--- src/design/cpu_defines.svh ---
// core-wide sizes and reset values for the MIPS pipeline
`ifndef CPU_DEFINES_SVH
`define CPU_DEFINES_SVH

// datapath
`define XLEN 32 // data and address width
`define REG_ADDR_BITS 5
`define REG_COUNT 32

// data memory, word addressed
`define DMEM_ADDR_BITS 8
`define DMEM_DEPTH 256

// reset contents
`define REG_INIT 32'd200 // registers 1 to 31
`define DMEM_INIT 32'd5 // every data word
`define RESET_PC 32'h0000_0000

`endif

--- src/design/isaPkg.sv ---
// instruction word types and encodings of the supported MIPS-32 subset
`default_nettype none

package isaPkg;

	typedef logic [31:0] instrT;
	typedef logic [4:0] regIdxT;

	// major opcodes, bits 31:26
	typedef enum logic [5:0] {
		OP_RTYPE = 6'd0,
		OP_J = 6'd2,
		OP_BEQ = 6'd4,
		OP_ADDI = 6'd8,
		OP_LW = 6'd35,
		OP_SW = 6'd43
	} opcodeE;

	// function field of R type, bits 5:0
	typedef enum logic [5:0] {
		F_ADD = 6'd32,
		F_SUB = 6'd34,
		F_AND = 6'd36,
		F_OR = 6'd37,
		F_SLT = 6'd42
	} functE;

	// field views of one word
	typedef struct packed {
		logic [5:0] op;
		regIdxT rs;
		regIdxT rt;
		regIdxT rd;
		logic [4:0] shamt;
		logic [5:0] funct;
	} rTypeT;

	typedef struct packed {
		logic [5:0] op;
		regIdxT rs;
		regIdxT rt;
		logic [15:0] imm;
	} iTypeT;

	typedef struct packed {
		logic [5:0] op;
		logic [25:0] index;
	} jTypeT;

endpackage

`default_nettype wire

--- src/design/fetchStage.sv ---
// fetch stage: program counter, next address and the fetch/decode register
`timescale 1ns/1ns
`default_nettype none
`include "cpu_defines.svh"

module fetchStage (
	input logic Reset,
	input logic clk,
	input logic stall,
	input logic redirect,
	input logic [`XLEN-1:0] redirectTarget,
	output logic [`XLEN-1:0] fetchAddr,
	input isaPkg::instrT fetchInstr,
	output isaPkg::instrT idInstr,
	output logic [`XLEN-1:0] idPc,
	output logic idValid
);
	import isaPkg::*;

	logic [`XLEN-1:0] pc;

	assign fetchAddr = pc; // instruction memory lives outside the core

	// pc and decode slot valid
	always_ff @(posedge Reset or posedge clk) begin
		if (clk) begin
			pc <= `RESET_PC;
			idValid <= 1'b0;
		end else begin
			if (redirect)
				pc <= redirectTarget; // taken beq or j
			else if (!stall)
				pc <= pc + 'd4;
			if (redirect)
				idValid <= 1'b0; // squash the word fetched behind the branch
			else if (!stall)
				idValid <= 1'b1;
		end
	end

	// word and its address, held while decode stalls
	always_ff @(posedge Reset) begin
		if (!stall) begin
			idInstr <= fetchInstr;
			idPc <= pc;
		end
	end

	// decode never asks for a hold and a squash of the same slot
	holdXorSquash: assert property (@(posedge Reset) disable iff (clk)
		idValid |-> !(stall && redirect))
		else $error("stall and redirect both raised for a valid decode slot");

endmodule

`default_nettype wire

--- config.mk ---
export PLATFORM = sky130hd
export DESIGN_NAME = fetchStage
export DESIGN_NICKNAME = d
export VERILOG_FILES = /design/src/design/isaPkg.sv /design/src/design/fetchStage.sv
export VERILOG_INCLUDE_DIRS = /design/src /design/src/design
export SDC_FILE = /design/constraint.sdc
export NUM_CORES = 1
export LEC_CHECK = 0
export BUFFER_PORTS_ARGS = -buffer_cell sky130_fd_sc_hd__buf_2
export CAP_MARGIN = 20
export CORE_ASPECT_RATIO = 1.1
export CORE_MARGIN = 3
export CORE_UTILIZATION = 51
export DETAILED_ROUTE_END_ITERATION = 8
export PLACE_DENSITY = 0.85
export SLEW_MARGIN = 20
export SYNTH_ARGS = -nofsm -noshare
export SYNTH_HDL_FRONTEND = slang
export SYNTH_SLANG_ARGS = --single-unit
--- constraint.sdc ---
create_clock -name Reset -period 3.2 [get_ports Reset]
set_input_delay 0.64 -clock Reset [delete_from_list [all_inputs] [get_ports Reset]]
set_output_delay 0.64 -clock Reset [all_outputs]
set_load 0.01 [all_outputs]
==> run_results.csv <==
group,metric,value,unit
route,drc,0,
sta,period_minus_slack,2.32,ns
sta,setup_tns,0,ns
synthesis,synth_cells,279,
cells_and_area,finalInstanceArea,4930,um^2
placed_design,pre_cts_ws,0.758,ns
sta,final.setup.worst_slack,0.879,ns
synthesis,ys_types,38,
sta,finClkSkew,0.0128,ns
route,avgRoutedWirePerCell,17.5,um
sta,finalHoldViolations,0,
sta,slew_headroom,0.643,
sta,fmax,431,MHz
clock_tree,ctsResizeCount,0,
synthesis,yosysTopAreaCellShare,0.497,
floorplanning,dieHeight,97.3,um
critical_path,end_kind,"flip-flop",
synthesis,seq_area_frac_synth,0.710,
cells_and_area,final_util,0.685,
grt,antenna_found_initial,0,
grt,grt_pass1_wl,14500,um
floorplanning,rows,32,
grt,gr-total-overflow,0,
sta,hold-worst-slack,0.356,ns
critical_path,path_cells,"ha_1 > and4b_2 > nand4_1 > or4_1 > a31oi_1",
clock_tree,clock-sinks,97,
sta,rsz0062_at_grt,"false",
clock_tree,clockBufferDepth,2,
critical_path,worst_r2r_endpoint,"fetchAddr[28]",
synthesis,synthTopCellsByArea,"edfxtp_1, dfrtp_1, a31oi_1",
synthesis,yosys_warnings,0,
placed_design,portBuffers,164,
floorplanning,coreArea,7210,um^2
route,avgViaCountPerCell,5.50,
grt,track_usage,0.217,
route,ant_nets,0,
synthesis,yosys.area.top_type,"edfxtp_1",
status,status,"completed",
route,vias,2939,
run,max_cap_viol_count,0,
critical_path,r2r_slack,0.88,ns
cells_and_area,syn_to_final_growth,27.5,%
critical_path,cp.required,3.48,ns
synthesis,synth_fp_nets,348,
critical_path,r2r_cells,5,
synthesis,synth_seq_cells,97,
clock_tree,cts_root_buf,"clkbuf_8",
cells_and_area,finalNonFillerCells,534,
clock_tree,cts_buffers,9,
sta,finalMaxSlewViolations,0,
floorplanning,ios,165,
power,vdd_drop_max,0.293,mV
floorplanning,die_x,89.0,um
synthesis,synth_edf_count,64,
cells_and_area,n_antenna_cell,0,
sta,worst_pin_slew,0.536,ns
route,first_pass_iters,4,
synthesis,async_flop_share,0.340,
critical_path,crit_arrival,2.60,ns
placed_design,gp_congestion,0.855,
route,met2_length,4780,um
critical_path,worstReg2RegStart,"fetchAddr[2]",
sta,setup_violations,0,
power,powerDensity,532,nW/um^2
clock_tree,postCtsSetupBuffers,0,
placed_design,dp.cells,518,
critical_path,slowest_stage,"or4_1",
power,power,2.62,mW
critical_path,path_class,"flip-flop to flip-flop",
power,p_leak,2.11,nW
clock_tree,insertion_delay,0.36,ns
route,top_layer,"met4",
grt,grt_max_degree,47,
cells_and_area,nNetsFinal,513,
worst_hold_path,worstHoldPathType,"primary input to async pin",
critical_path,cp_max_fo,13,
critical_path,critPathLaunchType,"flip-flop",
floorplanning,initial_core_util,0.537,
clock_tree,cts_tree,"yes",
sta,post-route-period-util,0.725,
route,postRouteWirelength,9330,um
synthesis,synthFlopType,"edfxtp_1",
route,wl_met1,3580,um
clock_tree,hold_buffers,0,
grt,grt_pass1_vias,2939,
critical_path,critPathMaxStageDelay,0.63,ns
clock_tree,clk_pin_slew,0.09,ns
route,drt-initial-drc-count,183,
synthesis,synthesis.area,3870,um^2
placed_design,placed_area,4750,um^2
synthesis,avgSynthCellArea,13.9,um^2
floorplanning,die_area,8670,um^2
cells_and_area,drive_gt1_frac,0.432,
placed_design,hpwl,6700,um
clock_tree,htree_levels,3,
route,wl_met3,804,um
[worst max-delay path: cells and delay by family (launching register included)]
| kind | cells | cell delay (ns) |
|---|---|---|
| AND/OR/NAND/NOR | 3 | 1.37 |
| AO/OA/AOI/OAI | 1 | 0.18 |
| flip-flops | 1 | 0.49 |
| adder cells (fa/ha/maj) | 1 | 0.21 |
[worst max path at each step]
stage,from,endpoint,slack [ns],cells after the start
after floorplan,stall,idInstr[0],0.89,1
after global placement,stall,fetchAddr[21],0.82,5
after detailed placement,stall,fetchAddr[18],0.76,5
after CTS,fetchAddr[2],fetchAddr[30],0.92,5
after global routing,fetchAddr[2],fetchAddr[30],0.71,5
final,fetchAddr[2],fetchAddr[28],0.88,5
[cell type report]
type,count,area (um^2)
Clock buffer,9,124
Clock inverter,7,61.3
Fill cell,541,2270
Inverter,10,51.3
Multi-Input combinational cell,160,995
Sequential cell,97,2750
Tap cell,85,106
Timing Repair Buffer,166,848
[power breakdown]
part / total, mW / leakage [nW] / switching [mW] / internal [mW]
registers: 1.54 / 1.01 / 0.0856 / 1.46
logic: 0.346 / 1.01 / 0.195 / 0.151
clock network: 0.734 / 0.0936 / 0.437 / 0.297
total: 2.62 / 2.11 / 0.718 / 1.90
[layer usage]
metal / up-vias / track usage
li1: 1385 / -
met1: 1390 / 0.263
met2: 148 / 0.372
met3: 16 / 0.0441
met4: 0 / 0.0893
met5: - / 0
[cells in the final DEF, fill, tap and decap left out, types with 2 or more instances in the layout]
cell type	instances
o21ai_0	14
nor2_1	20
dfrtp_1	33
nand3_1	13
buf_2	164
nor4_1	3
clkbuf_8	9
and2_1	3
or3_1	3
clkinv_4	2
inv_1	8
and3_1	3
a31oi_1	15
edfxtp_1	64
nand4_1	9
nand2_1	20
mux2_2	3
inv_8	2
or4_1	12
xnor2_1	7
xor2_1	5
o31ai_1	12
and4_1	2
nor3_1	3
[synthesized netlist by cell type, types with 2 or more instances]
| master | n |
|---|---|
| edfxtp_1 | 64 |
| dfrtp_1 | 33 |
| nand2_1 | 20 |
| nor2_1 | 20 |
| a31oi_1 | 15 |
| o21ai_0 | 14 |
| nand3_1 | 13 |
| o31ai_1 | 12 |
| or4_1 | 12 |
| inv_1 | 9 |
| nand4_1 | 9 |
| clkbuf_1 | 7 |
| xnor2_1 | 7 |
| xor2_1 | 5 |
| and2_1 | 3 |
| and3_1 | 3 |
| mux2_2 | 3 |
| nor3_1 | 3 |
| nor4_1 | 3 |
| or3_1 | 3 |
| and4_1 | 2 |
| buf_2 | 2 |
| clkbuf_8 | 2 |
[registers in the layout, indices dropped and copies added (netlist names)]
register   cells
idPc          32
fetchAddr     32
idValid        1
idInstr       32
[cell families after synthesis]
family          synth area share
compound gates            0.0767
xor+xnor                  0.0272
fa+ha+maj                0.00323
buf+inv                   0.0327
flops                      0.710
mux                       0.0113
simple gates               0.139
Power figures use the tool's default switching activity.
