[src/design/cpu_defines.svh]
// core-wide sizes and reset values for the MIPS pipeline
`ifndef CPU_DEFINES_SVH
`define CPU_DEFINES_SVH

// datapath
`define XLEN 32 // data and address width
`define REG_ADDR_BITS 5
`define REG_COUNT 32

// data memory, word addressed
`define DMEM_ADDR_BITS 8
`define DMEM_DEPTH 256

// reset contents
`define REG_INIT 32'd200 // registers 1 to 31
`define DMEM_INIT 32'd5 // every data word
`define RESET_PC 32'h0000_0000

`endif

[src/design/isaPkg.sv]
// instruction word types and encodings of the supported MIPS-32 subset
`default_nettype none

package isaPkg;

	typedef logic [31:0] instrT;
	typedef logic [4:0] regIdxT;

	// major opcodes, bits 31:26
	typedef enum logic [5:0] {
		OP_RTYPE = 6'd0,
		OP_J = 6'd2,
		OP_BEQ = 6'd4,
		OP_ADDI = 6'd8,
		OP_LW = 6'd35,
		OP_SW = 6'd43
	} opcodeE;

	// function field of R type, bits 5:0
	typedef enum logic [5:0] {
		F_ADD = 6'd32,
		F_SUB = 6'd34,
		F_AND = 6'd36,
		F_OR = 6'd37,
		F_SLT = 6'd42
	} functE;

	// field views of one word
	typedef struct packed {
		logic [5:0] op;
		regIdxT rs;
		regIdxT rt;
		regIdxT rd;
		logic [4:0] shamt;
		logic [5:0] funct;
	} rTypeT;

	typedef struct packed {
		logic [5:0] op;
		regIdxT rs;
		regIdxT rt;
		logic [15:0] imm;
	} iTypeT;

	typedef struct packed {
		logic [5:0] op;
		logic [25:0] index;
	} jTypeT;

endpackage

`default_nettype wire

[src/design/pipePkg.sv]
// pipeline-internal selects and operations shared between the stages
`default_nettype none

package pipePkg;

	// operand source for the forward muxes
	typedef enum logic [1:0] {
		FWD_NONE = 2'd0, // register file value
		FWD_MEM = 2'd1, // result sitting in the memory stage
		FWD_WB = 2'd2 // result being written back
	} fwdSelE;

	// ALU operation, worked out in decode
	typedef enum logic [2:0] {
		ALU_ADD = 3'd0,
		ALU_SUB = 3'd1,
		ALU_AND = 3'd2,
		ALU_OR = 3'd3,
		ALU_SLT = 3'd4, // unsigned compare
		ALU_NONE = 3'd5
	} aluOpE;

	// write-back source picked in the memory stage
	typedef enum logic {
		WB_ALU = 1'b0,
		WB_LOAD = 1'b1
	} wbSelE;

endpackage

`default_nettype wire

[src/design/executeStage.sv]
// execute stage: operand forwarding, ALU and the execute/memory register
`timescale 1ns/1ns
`default_nettype none
`include "cpu_defines.svh"

module executeStage (
	input logic Reset,
	input logic clk,
	input logic [`XLEN-1:0] exOperandA,
	input logic [`XLEN-1:0] exOperandB,
	input logic [`XLEN-1:0] exImm,
	input pipePkg::aluOpE exAluOp,
	input logic exUseImm,
	input isaPkg::regIdxT exRs,
	input isaPkg::regIdxT exRt,
	input isaPkg::regIdxT exDest,
	input logic exRegWrite,
	input logic exMemWrite,
	input logic exMemToReg,
	input logic exValid,
	input logic wbValid,
	input isaPkg::regIdxT wbReg,
	input logic [`XLEN-1:0] wbData,
	output logic [`XLEN-1:0] memAddr,
	output logic [`XLEN-1:0] memStoreData,
	output isaPkg::regIdxT memDest,
	output logic memRegWrite,
	output logic memMemWrite,
	output logic memMemToReg,
	output logic memValid
);
	import isaPkg::*;
	import pipePkg::*;

	fwdSelE selA;
	fwdSelE selB;
	logic [`XLEN-1:0] opA;
	logic [`XLEN-1:0] opB;
	logic [`XLEN-1:0] aluB;
	logic [`XLEN-1:0] aluResult;

	// memory stage is newer than write-back, so it wins
	function automatic fwdSelE pickSrc(input regIdxT src);
		if (memRegWrite && memDest != '0 && memDest == src)
			return FWD_MEM;
		if (wbValid && wbReg == src)
			return FWD_WB;
		return FWD_NONE;
	endfunction

	always_comb begin
		selA = pickSrc(exRs);
		selB = pickSrc(exRt);
		case (selA)
			FWD_MEM: opA = memAddr;
			FWD_WB: opA = wbData;
			default: opA = exOperandA;
		endcase
		case (selB)
			FWD_MEM: opB = memAddr;
			FWD_WB: opB = wbData;
			default: opB = exOperandB;
		endcase
	end

	assign aluB = exUseImm ? exImm : opB;

	// ----------------------------------------
	// ALU
	// ----------------------------------------
	always_comb begin
		case (exAluOp)
			ALU_ADD: aluResult = opA + aluB;
			ALU_SUB: aluResult = opA - aluB;
			ALU_AND: aluResult = opA & aluB;
			ALU_OR: aluResult = opA | aluB;
			ALU_SLT: aluResult = {{(`XLEN-1){1'b0}}, opA < aluB}; // unsigned
			default: aluResult = '0;
		endcase
	end

	// execute/memory register, control qualified by valid
	always_ff @(posedge Reset or posedge clk) begin
		if (clk) begin
			memValid <= 1'b0;
			memRegWrite <= 1'b0;
			memMemWrite <= 1'b0;
			memMemToReg <= 1'b0;
		end else begin
			memValid <= exValid;
			memRegWrite <= exValid && exRegWrite;
			memMemWrite <= exValid && exMemWrite;
			memMemToReg <= exMemToReg;
		end
	end

	always_ff @(posedge Reset) begin
		memAddr <= aluResult;
		memStoreData <= opB; // sw data is the forwarded rt
		memDest <= exDest;
	end

	// decode gives every register writer a real operation
	writerHasOp: assert property (@(posedge Reset) disable iff (clk)
		exValid && exRegWrite |-> exAluOp != ALU_NONE)
		else $error("register write without an ALU operation");

endmodule

`default_nettype wire

[config.mk]
export PLATFORM = sky130hd
export DESIGN_NAME = executeStage
export DESIGN_NICKNAME = d
export VERILOG_FILES = /design/src/design/isaPkg.sv /design/src/design/pipePkg.sv /design/src/design/executeStage.sv
export VERILOG_INCLUDE_DIRS = /design/src /design/src/design
export SDC_FILE = /design/constraint.sdc
export NUM_CORES = 1
export LEC_CHECK = 0
export ABC_AREA = 1
export CAP_MARGIN = 20
export CORE_ASPECT_RATIO = 1.2
export CORE_MARGIN = 5
export CORE_UTILIZATION = 65
export DETAILED_ROUTE_END_ITERATION = 16
export DONT_BUFFER_PORTS = 1
export PLACE_DENSITY_LB_ADDON = 0.1
export RECOVER_POWER = 100
export SETUP_SLACK_MARGIN = 0.02
export SLEW_MARGIN = 20
export SYNTH_ARGS = -nofsm -noshare
export SYNTH_HDL_FRONTEND = slang
export SYNTH_SLANG_ARGS = --single-unit
export TNS_END_PERCENT = 20
[constraint.sdc]
create_clock -name Reset -period 3.7 [get_ports Reset]
set_input_delay 0.74 -clock Reset [delete_from_list [all_inputs] [get_ports Reset]]
set_output_delay 0.74 -clock Reset [all_outputs]
set_load 0.02 [all_outputs]
==> results.sh <==
export IMPL_drt_total_wl_um=40300
export IMPL_clockBufferDepth=2
export IMPL_drive_gt1_frac=0.1115
export IMPL_grt_use_met1=0.4179
export IMPL_met2_usage=0.7358
export IMPL_synthesis_area_um2=10840
export IMPL_grt_pass1_wl_um=62400
export IMPL_antenna_cells=0
export IMPL_p_per_area_nw_per_um2=324.3
export IMPL_cts_root_buf="clkbuf_16"
export IMPL_hp_class="input pin to asynchronous set/reset pin"
export IMPL_syn_nets=2134
export IMPL_die_x_um=127.9
export IMPL_slowest_stage="ha_1"
export IMPL_hold_ws_ns=0.1518
export IMPL_avgSynthCellArea_um2=5.780
export IMPL_grt_max_degree=65
export IMPL_critical_path_required_ns=3.86
export IMPL_synth_ff_type="dfxtp_1"
export IMPL_drtIter0Drc=1146
export IMPL_synth_top_area_share=0.1897
export IMPL_rsz0062_at_grt="true"
export IMPL_cp_slowest_stage_delay_ns=0.41
export IMPL_use_met3=0.09187
export IMPL_fin_crit_ns=3.575
export IMPL_cts_tree="yes"
export IMPL_syn_instance_count=1876
export IMPL_drt_pass1_iter_count=8
export IMPL_ys_async_sr_fraction=0.05479
export IMPL_p_leak_nw=6.585
export IMPL_coreArea_um2=16340
export IMPL_ys_top_cells_by_count="nand2_1, inv_1, nand3_1"
export IMPL_yosysSeqAreaShare=0.1366
export IMPL_rrSetupSlack_ns=0.13
export IMPL_swShare=0.4565
export IMPL_antenna_found_initial=0
export IMPL_cp_arrival_ns=3.74
export IMPL_nets=2163
export IMPL_vias=12500
export IMPL_cts_num_sinks=73
export IMPL_status="finished, final reports clean"
export IMPL_insertion_delay_ns=0.36
export IMPL_tns_ns=0
export IMPL_place_area_um2=11520
export IMPL_cts_buffers=9
export IMPL_first_global_vias=12130
export IMPL_crit_top_cell="nand2_1"
export IMPL_comb_power_share=0.458
export IMPL_syn_to_final_growth_pct=8.376
export IMPL_die_h_um=151.5
export IMPL_synth_largest_area_cell="nand2_1"
export IMPL_switching_power_w=0.001740
export IMPL_gp_congestion=1.101
export IMPL_slew_headroom=0.5685
export IMPL_timing_rr_start="memDest[0]"
export IMPL_worstSetupStartpointType="register"
export IMPL_htree_levels=3
export IMPL_pwr_share_seq=0.276
export IMPL_yosysWarnings=0
export IMPL_p_int_w=0.002071
export IMPL_setup_viol=0
export IMPL_dieArea_um2=19380
export IMPL_dp_final_hpwl_um=32600
export IMPL_clk_pin_slew_ns=0.07
export IMPL_critPathKind="register to register"
export IMPL_fp_row_count=51
export IMPL_ios=232
export IMPL_via_per_inst=5.889
export IMPL_synth_most_common_cell="nand2_1"
export IMPL_avgRoutedWirePerCell_um=18.99
export IMPL_p_total_w=0.003811
export IMPL_ir_drop_v=0.0002297
export IMPL_rr_endpoint="memAddr[13]"
export IMPL_ctsHoldBuffers=0
export IMPL_grt_overflow_total=0
export IMPL_yosysUniqueCellTypes=51
export IMPL_fin_skew_ns=0.01464
export IMPL_top_usage_layer="met2"
export IMPL_synth_edf_count=0
export IMPL_end_kind="register"
export IMPL_finalHoldViolCount=0
export IMPL_drc_errors=0
export IMPL_initial_utilization=0.6638
export IMPL_ant_nets=0
export IMPL_max_cap_violations=0
export IMPL_drv_slew=0
export IMPL_worstMarginPinSlew_ns=0.6465
export IMPL_fmax_mhz=279.7
export IMPL_fin_area_um2=11750
export IMPL_numPortBuffers=0
export IMPL_synth_seq_cells=73
export IMPL_clockPowerShare=0.266
export IMPL_path_cells="nor2_1 -> nand3_2 -> nand2_2 -> nor3_2 -> nand2_2 -> buf_12 -> nand3_1 -> nand3_2 -> a21boi_1 -> ha_1 -> nand2_1 -> buf_4 -> inv_1 -> nand2_1 -> nand2_1 -> a21oi_1 -> nand2_1 -> buf_4 -> o21ai_0 -> nand3_1"
export IMPL_synth_area_leaders="nand2_1, inv_1, dfxtp_1"
export IMPL_grt_usage=0.4105
export IMPL_period_share=0.9661
export IMPL_reg2regPathDepth=20
export IMPL_crit_fanout=64
==> per-stage QoR <==
stage,util,cells,worst slack (ns)
finish,0.7194,2122,0.1254
global route,0.7194,2122,-0.01801
CTS,0.7248,2122,0.2053
detailed placement,0.7050,2106,-0.08321
global placement,0.7050,2106,-0.03126
floorplan,-,1876,0.3477
==> worst max path at each step <==
stage | to | slack (ns) | cells after the start | startpoint
floorplan | memAddr[30] | 0.35 | 20 | wbReg[1]
global placement | memAddr[24] | -0.03 | 22 | exRs[3]
detailed placement | memAddr[24] | -0.08 | 22 | exRs[0]
CTS | memAddr[24] | 0.21 | 22 | memDest[4]
global route | memAddr[24] | -0.02 | 21 | memDest[4]
finish | memAddr[13] | 0.13 | 20 | memDest[0]
==> final cells by class <==
class | count | area (um2)
multi-input combinational | 1339 | 7412
fill | 1476 | 4583
sequential | 73 | 1485
inverter | 387 | 1453
timing repair buffer | 95 | 814.5
tap | 212 | 265.3
clock buffer | 10 | 229.0
clock inverter | 6 | 93.84
==> repair_timing <==
item,in CTS,in global routing
setup endpoints to repair,0,16
setup buffers,0,0
resized for setup,0,10
==> registers in the layout, indices dropped and copies added (netlist names) <==
| name | cells |
|---|---|
| memAddr | 32 |
| memDest | 5 |
| memMemToReg | 1 |
| memMemWrite | 1 |
| memRegWrite | 1 |
| memStoreData | 32 |
| memValid | 1 |
==> cells by family (layout without fill, tap and decap cells) <==
logic type	after synthesis	count (layout)	share of synthesized area
AO/OA/AOI/OAI	253	253	0.1478
XOR/XNOR	16	16	0.01362
adder cells (fa/ha/maj)	99	99	0.1156
buffers and inverters	464	498	0.1736
flip-flops	73	73	0.1366
AND/OR/NAND/NOR	971	971	0.4127
==> layer usage <==
layer	part of all wire	vias to the layer above	routed length [um]
met1	0.34	5532	13840
met4	0.087	0	3508
li1	-	5943	-
met2	0.48	787	19430
met5	0	-	0
met3	0.087	235	3523
==> power groups by stage <==
| stage | combinational, W | sequential, W | clock (W) |
|---|---|---|---|
| after CTS | 0.00170 | 0.00105 | 0.00101 |
| after global placement | 0.00166 | 0.00107 | 0 |
| after floorplan | 0.00116 | 0.00103 | 0 |
| after detailed placement | 0.00168 | 0.00107 | 0 |
| final | 0.00175 | 0.00105 | 0.00101 |
| after global routing | 0.00192 | 0.00106 | 0.00105 |
==> critical path: cells and delay by family, from the launching register on <==
kind	cells	cell delay [ns]
AOI/OAI and AO/OA	3	0.43
adders and majority gates	1	0.41
buffers and inverters	4	0.65
DFF	1	0.34
and+or+nand+nor	12	1.46
==> cells in the final DEF (no fill, tap or decap), drive strengths merged <==
cell,n
nand3,236
o221ai,31
nand4,11
a21oi,80
o311ai,2
or2,36
nor2,110
and2,4
nand2,551
inv,387
o21bai,8
o21ai,56
clkbuf,17
nor4,2
clkinvlp,1
o2111ai,1
bufinv,2
a221oi,1
a2111oi,1
xor2,9
o22ai,2
buf,88
dfxtp,69
fa,2
o211ai,2
nor3b,2
a21boi,39
ha,97
a32oi,1
a22oi,29
nor3,14
clkinv,3
dfrtp,4
xnor2,7
nand3b,3
and3,2
Power figures use the tool's default switching activity.
