**src/design/cpu_defines.svh**
```systemverilog
// core-wide sizes and reset values for the MIPS pipeline
`ifndef CPU_DEFINES_SVH
`define CPU_DEFINES_SVH

// datapath
`define XLEN 32 // data and address width
`define REG_ADDR_BITS 5
`define REG_COUNT 32

// data memory, word addressed
`define DMEM_ADDR_BITS 8
`define DMEM_DEPTH 256

// reset contents
`define REG_INIT 32'd200 // registers 1 to 31
`define DMEM_INIT 32'd5 // every data word
`define RESET_PC 32'h0000_0000

`endif

```
**src/design/isaPkg.sv**
```systemverilog
// instruction word types and encodings of the supported MIPS-32 subset
`default_nettype none

package isaPkg;

	typedef logic [31:0] instrT;
	typedef logic [4:0] regIdxT;

	// major opcodes, bits 31:26
	typedef enum logic [5:0] {
		OP_RTYPE = 6'd0,
		OP_J = 6'd2,
		OP_BEQ = 6'd4,
		OP_ADDI = 6'd8,
		OP_LW = 6'd35,
		OP_SW = 6'd43
	} opcodeE;

	// function field of R type, bits 5:0
	typedef enum logic [5:0] {
		F_ADD = 6'd32,
		F_SUB = 6'd34,
		F_AND = 6'd36,
		F_OR = 6'd37,
		F_SLT = 6'd42
	} functE;

	// field views of one word
	typedef struct packed {
		logic [5:0] op;
		regIdxT rs;
		regIdxT rt;
		regIdxT rd;
		logic [4:0] shamt;
		logic [5:0] funct;
	} rTypeT;

	typedef struct packed {
		logic [5:0] op;
		regIdxT rs;
		regIdxT rt;
		logic [15:0] imm;
	} iTypeT;

	typedef struct packed {
		logic [5:0] op;
		logic [25:0] index;
	} jTypeT;

endpackage

`default_nettype wire

```
**src/design/pipePkg.sv**
```systemverilog
// pipeline-internal selects and operations shared between the stages
`default_nettype none

package pipePkg;

	// operand source for the forward muxes
	typedef enum logic [1:0] {
		FWD_NONE = 2'd0, // register file value
		FWD_MEM = 2'd1, // result sitting in the memory stage
		FWD_WB = 2'd2 // result being written back
	} fwdSelE;

	// ALU operation, worked out in decode
	typedef enum logic [2:0] {
		ALU_ADD = 3'd0,
		ALU_SUB = 3'd1,
		ALU_AND = 3'd2,
		ALU_OR = 3'd3,
		ALU_SLT = 3'd4, // unsigned compare
		ALU_NONE = 3'd5
	} aluOpE;

	// write-back source picked in the memory stage
	typedef enum logic {
		WB_ALU = 1'b0,
		WB_LOAD = 1'b1
	} wbSelE;

endpackage

`default_nettype wire

```
**src/design/decodeStage.sv**
```systemverilog
// decode stage: control, register file, early branch resolve and hazard stall
`timescale 1ns/1ns
`default_nettype none
`include "cpu_defines.svh"

module decodeStage (
	input logic Reset,
	input logic clk,
	input isaPkg::instrT idInstr,
	input logic [`XLEN-1:0] idPc,
	input logic idValid,
	output logic stall,
	output logic redirect,
	output logic [`XLEN-1:0] redirectTarget,
	input logic [`XLEN-1:0] memAddr,
	input isaPkg::regIdxT memDest,
	input logic memRegWrite,
	input logic wbValid,
	input isaPkg::regIdxT wbReg,
	input logic [`XLEN-1:0] wbData,
	output logic [`XLEN-1:0] exOperandA,
	output logic [`XLEN-1:0] exOperandB,
	output logic [`XLEN-1:0] exImm,
	output pipePkg::aluOpE exAluOp,
	output logic exUseImm,
	output isaPkg::regIdxT exRs,
	output isaPkg::regIdxT exRt,
	output isaPkg::regIdxT exDest,
	output logic exRegWrite,
	output logic exMemWrite,
	output logic exMemToReg,
	output logic exValid
);
	import isaPkg::*;
	import pipePkg::*;

	rTypeT rFields;
	iTypeT iFields;
	jTypeT jFields;
	opcodeE opcode;
	logic [`XLEN-1:0] regs [`REG_COUNT];
	logic [`XLEN-1:0] rdA;
	logic [`XLEN-1:0] rdB;
	logic [`XLEN-1:0] cmpA;
	logic [`XLEN-1:0] cmpB;
	logic [`XLEN-1:0] pcPlus4;
	logic [`XLEN-1:0] branchTarget;
	logic [`XLEN-1:0] jumpTarget;
	logic regWrite;
	logic memWrite;
	logic memToReg;
	logic useImm;
	logic isBranch;
	logic isJump;
	logic readsRs;
	logic readsRt;
	logic loadUse;
	logic branchHazard;
	logic taken;
	logic loadInMem; // a load now sits in the memory stage
	regIdxT loadInMemDest;
	regIdxT dest;
	aluOpE aluOp;

	assign rFields = idInstr;
	assign iFields = idInstr;
	assign jFields = idInstr;
	assign opcode = opcodeE'(iFields.op);

	// ----------------------------------------
	// control decode
	// ----------------------------------------
	always_comb begin
		regWrite = 1'b0;
		memWrite = 1'b0;
		memToReg = 1'b0;
		useImm = 1'b0;
		isBranch = 1'b0;
		isJump = 1'b0;
		readsRt = 1'b0;
		aluOp = ALU_NONE;
		dest = iFields.rt; // I type writes rt
		case (opcode)
			OP_RTYPE: begin
				dest = rFields.rd;
				readsRt = 1'b1;
				case (functE'(rFields.funct))
					F_ADD: aluOp = ALU_ADD;
					F_SUB: aluOp = ALU_SUB;
					F_AND: aluOp = ALU_AND;
					F_OR: aluOp = ALU_OR;
					F_SLT: aluOp = ALU_SLT;
					default: aluOp = ALU_NONE;
				endcase
				regWrite = (aluOp != ALU_NONE); // unknown funct writes nothing
			end
			OP_ADDI: begin
				regWrite = 1'b1;
				useImm = 1'b1;
				aluOp = ALU_ADD;
			end
			OP_LW: begin
				regWrite = 1'b1;
				memToReg = 1'b1;
				useImm = 1'b1;
				aluOp = ALU_ADD;
			end
			OP_SW: begin
				memWrite = 1'b1;
				useImm = 1'b1;
				readsRt = 1'b1; // store data
				aluOp = ALU_ADD;
			end
			OP_BEQ: begin
				isBranch = 1'b1;
				readsRt = 1'b1;
			end
			OP_J: isJump = 1'b1;
			default: ;
		endcase
	end

	assign readsRs = (opcode != OP_J);

	// ----------------------------------------
	// register file with write-back bypass
	// ----------------------------------------
	always_ff @(posedge Reset or posedge clk) begin
		if (clk) begin
			for (int i = 0; i < `REG_COUNT; i++)
				regs[i] <= (i == 0) ? '0 : `REG_INIT;
		end else if (wbValid) begin
			regs[wbReg] <= wbData;
		end
	end

	assign rdA = (wbValid && wbReg == iFields.rs) ? wbData : regs[iFields.rs];
	assign rdB = (wbValid && wbReg == iFields.rt) ? wbData : regs[iFields.rt];

	// newest value of a source for the beq compare
	function automatic logic [`XLEN-1:0] fwdValue(input regIdxT src,
			input logic [`XLEN-1:0] regVal);
		fwdSelE sel;
		sel = FWD_NONE;
		if (memRegWrite && memDest != '0 && memDest == src)
			sel = FWD_MEM;
		else if (wbValid && wbReg == src)
			sel = FWD_WB;
		case (sel)
			FWD_MEM: return memAddr;
			FWD_WB: return wbData;
			default: return regVal;
		endcase
	endfunction

	// does a pending write hit a source of this instruction
	function automatic logic hits(input regIdxT d);
		return d != '0 && ((readsRs && d == iFields.rs) || (readsRt && d == iFields.rt));
	endfunction

	// ----------------------------------------
	// hazards and branch resolve
	// ----------------------------------------
	always_comb begin
		cmpA = fwdValue(iFields.rs, rdA);
		cmpB = fwdValue(iFields.rt, rdB);
		loadUse = exValid && exMemToReg && hits(exDest);
		// beq needs its operands a cycle early, and a load in memory only has its address
		branchHazard = isBranch && ((exValid && exRegWrite && hits(exDest))
			|| (loadInMem && hits(loadInMemDest)));
		stall = idValid && (loadUse || branchHazard);
	end

	assign pcPlus4 = idPc + 'd4;
	assign branchTarget = pcPlus4 + {{(`XLEN-18){iFields.imm[15]}}, iFields.imm, 2'b00};
	assign jumpTarget = {pcPlus4[`XLEN-1:`XLEN-4], jFields.index, 2'b00};
	assign taken = isBranch && (cmpA == cmpB);
	assign redirect = idValid && !stall && (isJump || taken);
	assign redirectTarget = isJump ? jumpTarget : branchTarget;

	// decode/execute register, control part
	always_ff @(posedge Reset or posedge clk) begin
		if (clk) begin
			exValid <= 1'b0;
			exRegWrite <= 1'b0;
			exMemWrite <= 1'b0;
			exMemToReg <= 1'b0;
			loadInMem <= 1'b0;
		end else begin
			exValid <= idValid && !stall; // bubble on stall
			exRegWrite <= regWrite;
			exMemWrite <= memWrite;
			exMemToReg <= memToReg;
			loadInMem <= exValid && exMemToReg;
		end
	end

	// operands and fields
	always_ff @(posedge Reset) begin
		exOperandA <= rdA;
		exOperandB <= rdB;
		exImm <= {{(`XLEN-16){1'b0}}, iFields.imm}; // zero-extended on purpose
		exAluOp <= aluOp;
		exUseImm <= useImm;
		exRs <= iFields.rs;
		exRt <= iFields.rt;
		exDest <= dest;
		loadInMemDest <= exDest;
	end

	// register 0 stays zero across the whole pipe
	noWriteZero: assert property (@(posedge Reset) disable iff (clk)
		wbValid |-> wbReg != '0)
		else $error("write-back targets register 0");

endmodule

`default_nettype wire

```
**config.mk**
```make
export PLATFORM = sky130hd
export DESIGN_NAME = decodeStage
export DESIGN_NICKNAME = d
export VERILOG_FILES = /design/src/design/isaPkg.sv /design/src/design/pipePkg.sv /design/src/design/decodeStage.sv
export VERILOG_INCLUDE_DIRS = /design/src /design/src/design
export SDC_FILE = /design/constraint.sdc
export NUM_CORES = 2
export LEC_CHECK = 0
export BUFFER_PORTS_ARGS = -buffer_cell sky130_fd_sc_hd__buf_2
export CAP_MARGIN = 15
export CORE_AREA = 2 2 303 530
export CTS_CLUSTER_SIZE = 14
export DETAILED_ROUTE_END_ITERATION = 16
export DIE_AREA = 0 0 305 532
export GPL_TIMING_DRIVEN = 0
export PLACE_DENSITY_LB_ADDON = 0.12
export SYNTH_ARGS = -nofsm -noshare
export SYNTH_HDL_FRONTEND = slang
export SYNTH_SLANG_ARGS = --single-unit
```
**constraint.sdc**
```tcl
create_clock -name Reset -period 40.4 [get_ports Reset]
set_clock_uncertainty 0.05 [all_clocks]
set_input_delay 8.08 -clock Reset [delete_from_list [all_inputs] [get_ports Reset]]
set_output_delay 8.08 -clock Reset [all_outputs]
set_load 0.01 [all_outputs]
```
==> summary.md <==
| Metric | Value |
|---|---|
| Reg2Reg Setup Slack | 37.67 ns |
| Crit Path Max Fanout | 10 |
| # setup viols final | 0 |
| Worst Setup SP | idInstr[25] |
| Required @ worst endpoint | 32.27 ns |
| Synth Area in XOR/XNOR | roughly 1.7% |
| GP Congestion | approximately 1.0 |
| IO Port Bufs | around 270 |
| Commonest cells post-synth | 1061 x mux2_2, 936 x dfrtp_1, 389 x mux4_2 |
| Gate Count Post-Synth | ~4700 |
| Startpoint Class | primary input |
| Yosys top cell by area | dfrtp_1 |
| Highest Clock Rate | ~44 MHz |
| Yosys warning count | 0 |
| Leak | between 30 and 40 nW |
| Crit path capture type | primary output |
| Critical Path AT | 14.79 ns |
| Crit share post-route | 56.7% |
| Initial antenna violation count | 44 |
| Most area-consuming cells after synthesis | dfrtp_1 37%, mux2_2 19%, mux4_2 14% |
| Power per cell area | 49.0 mW/mm² |
| Post-Synth Adder-Cell Area | less than 1% |
| GRT Total Usage | between 40% and 50% |
| Max Transition Viols Final | 0 |
| Worst reg2reg startpoint | regs[945] |
| Cells on Worst Hold Path | 0 |
| Worst setup margin | approximately 17 ns |
| Hold WS | 0.413 ns |
| Global Route met1 Usage | a little under half |
| Vias per cell | between 6 and 7 |
| Status | finished, violations left |
| Register area share after synthesis | between 40% and 50% |
| Core area | 0.158 mm² |
| CTS tree | done |
| Worst slew margin | less than 1% |
| Antenna-violating nets left | 0 |
| CTS clk-pin slew, worst paths | 0.06 ns |
| Synthesized flop and latch total | roughly 1100 |
| H-tree depth | 3 |
| Worst Max-Slew Pin Slew | between 1 and 1.5 ns |
| Failing checks | capacitance limit |
| Largest family of logic cells by synthesized area | multiplexers |
| R2r endpoint | exOperandA[17] |
| CTS resizes | 0 |
| Postcts setup bufs | 0 |
| Grt peak-use layer | met2 |
| Post-synthesis cell area | 0.0628 mm² |
| Cells on worst reg2reg path | 6 |
| Final Critical Period | 22.92 ns |
| First-pass GRT wire length | between 400000 and 500000 µm |
| Area delta synth->final | 15.8% |
| GRT met2 Usage | around 62% |
| EDFF count, synth | 0 |
| Global route overflow | 0 |
| # hold bufs at CTS | 0 |
| RSZ-0062 raised after global routing | false |
| Routed len/inst | roughly 47 µm |
| DRT iter0 DRCs | 6895 |
| DP HPWL | 246000 µm |
| Count leader, synth | mux2_2 |
| Largest net degree at the start of global routing | approximately 130 |
| Non-filler cells, final | 7361 |
| Ys flop type | dfrtp_1 |
| Clock Tree Buf Depth | 3 |
| Mux cell area share after synthesis | between 30% and 40% |
| Mean area per synthesized cell | between 10 and 15 µm² |
| Final Hold Viols | 0 |
| Maxcap violations | 1 |
| Vias | between 50000 and 60000 |
| Detailed-route wire length | 347000 µm |
| Ys async rst share | 90.8% |
| Hold_sp | exDest[2] |
| Crit Path Class | primary input to primary output |
| Clock sink count | 1133 |
| Inst Count DP | approximately 7000 |
| Die H | roughly 530 µm |
| Top-area cell type share of the netlist area | a little under two fifths |
| Worst vdd ir | 34.4 µV |
| Synth Area in Simple Gates | under 10% |
| Inserted Clock Buffers | about 110 |
| DRC Markers | 0 |
| HP Class | flip-flop to flip-flop |
| Worst slack at placement | about 17 ns |
| Met3 Track Usage GR | 16.2% |
| Drt pass-1 iters | 8 |
| Post-place instance area | slightly below 0.07 mm² |
| Num ports | between 200 and 300 |
| Root Buffer | clkbuf_16 |
| Post-synthesis compound-gate area fraction | around 7.4% |
| Worst Hold End | loadInMemDest[2] |
| Die W | 305 µm |
| Clk_lat worst skew | 0.82 ns |
| # rows | 193 |
| Vias in the first global route | 50100 |
| Starting Density | 39.9% |
| Nets@finish | approximately 5400 |
| Final Cell Area | slightly above 0.07 mm² |
| Die Area | 0.162 mm² |
| Distinct cell type count after synthesis | 96 |
| Layout cells sized above 1 | 45.3% |
[per-layer routing]
metal,part of all wire (%),wire (µm)
met3,12,42000
met5,0.10,353
met1,33,113000
met2,43,150000
met4,12,41400
[critical path, stage by stage]
cell and delay [ns]:
buf_2 0.09, buf_2 0.20, buf_2 0.38, buf_2 0.47
buf_2 0.72, nand2_1 0.93, a221oi_1 0.49, o21ai_0 0.35
a31oi_1 0.95, o221ai_1 0.22, a221oi_1 1.23, a311oi_1 0.12
nand4_1 0.19, o22ai_1 0.10, buf_2 0.19
[report_power, final]
group / switching [mW] / internal, mW / total [mW] / leakage (nW)
Sequential: 0.166 / 1.36 / 1.53 / 13.8
Clock: 0.516 / 0.641 / 1.16 / 1.91
Combinational: 0.450 / 0.426 / 0.877 / 15.7
[sequential cells by signal, summed over array words and instances (netlist names), 3 cells and up]
signal and count:
exImm 16, exRs 5, regs 1024, exAluOp 3, loadInMemDest 5, exOperandB 32, exDest 5, exRt 5
exOperandA 32
[kinds of logic after synthesis]
kind of cell / after synthesis
compound gates: 632
xor+xnor: 121
buf+inv: 510
flops: 1133
mux: 1708
simple gates: 530
fa+ha+maj: 31
other cells: 1
[worst max-delay path by stage]
stage,to,slack (ns),cells after the start
after floorplan,exMemToReg,3.47,1
after global placement,regs[124],-9.67,2
after detailed placement,redirect,17.42,15
after CTS,redirect,17.41,15
after global routing,redirect,17.73,15
final,redirect,17.48,15
[stage by stage]
stage	utilization, %	setup TNS [ns]	total power, mW
finish	46.2	0	3.56
global route	46.1	0	3.65
CTS	46.0	0	3.52
detailed placement	43.6	0	2.39
global placement	42.4	-8777.66	2.36
floorplan	-	0	2.06
[placed cells by master (no fill, tap or decap), types with 22 or more instances in the layout]
cell       instances
a21oi_1           95
a221oi_1          59
a22oi_1          130
a31oi_1           22
buf_1             40
buf_2            373
buf_4             46
buf_6             57
buf_8             77
clkbuf_1         217
clkbuf_16        114
clkbuf_2          32
clkbuf_8          31
dfrtp_1          936
dfstp_2           93
dfxtp_1          104
diode_2           35
ha_1              30
inv_1             53
mux2_2          1061
mux2i_1          243
mux4_2           389
nand2_1          143
nand3_1           59
nand4_1           37
nor2_1           115
nor3_1            31
o21ai_0           81
o22ai_1           29
xnor2_1           84
xor2_1            37
[layout make-up]
cell class | count | area, µm²
Fill cell | 14300 | 84900
Tap cell | 2047 | 2560
Timing Repair Buffer | 383 | 3190
Sequential cell | 1133 | 27900
Clock inverter | 37 | 475
Clock buffer | 178 | 3400
Buffer | 453 | 2520
Antenna cell | 35 | 87.6
Multi-Input combinational cell | 3038 | 32400
Inverter | 57 | 221
No activity file was read; power rests on OpenSTA's default activity.
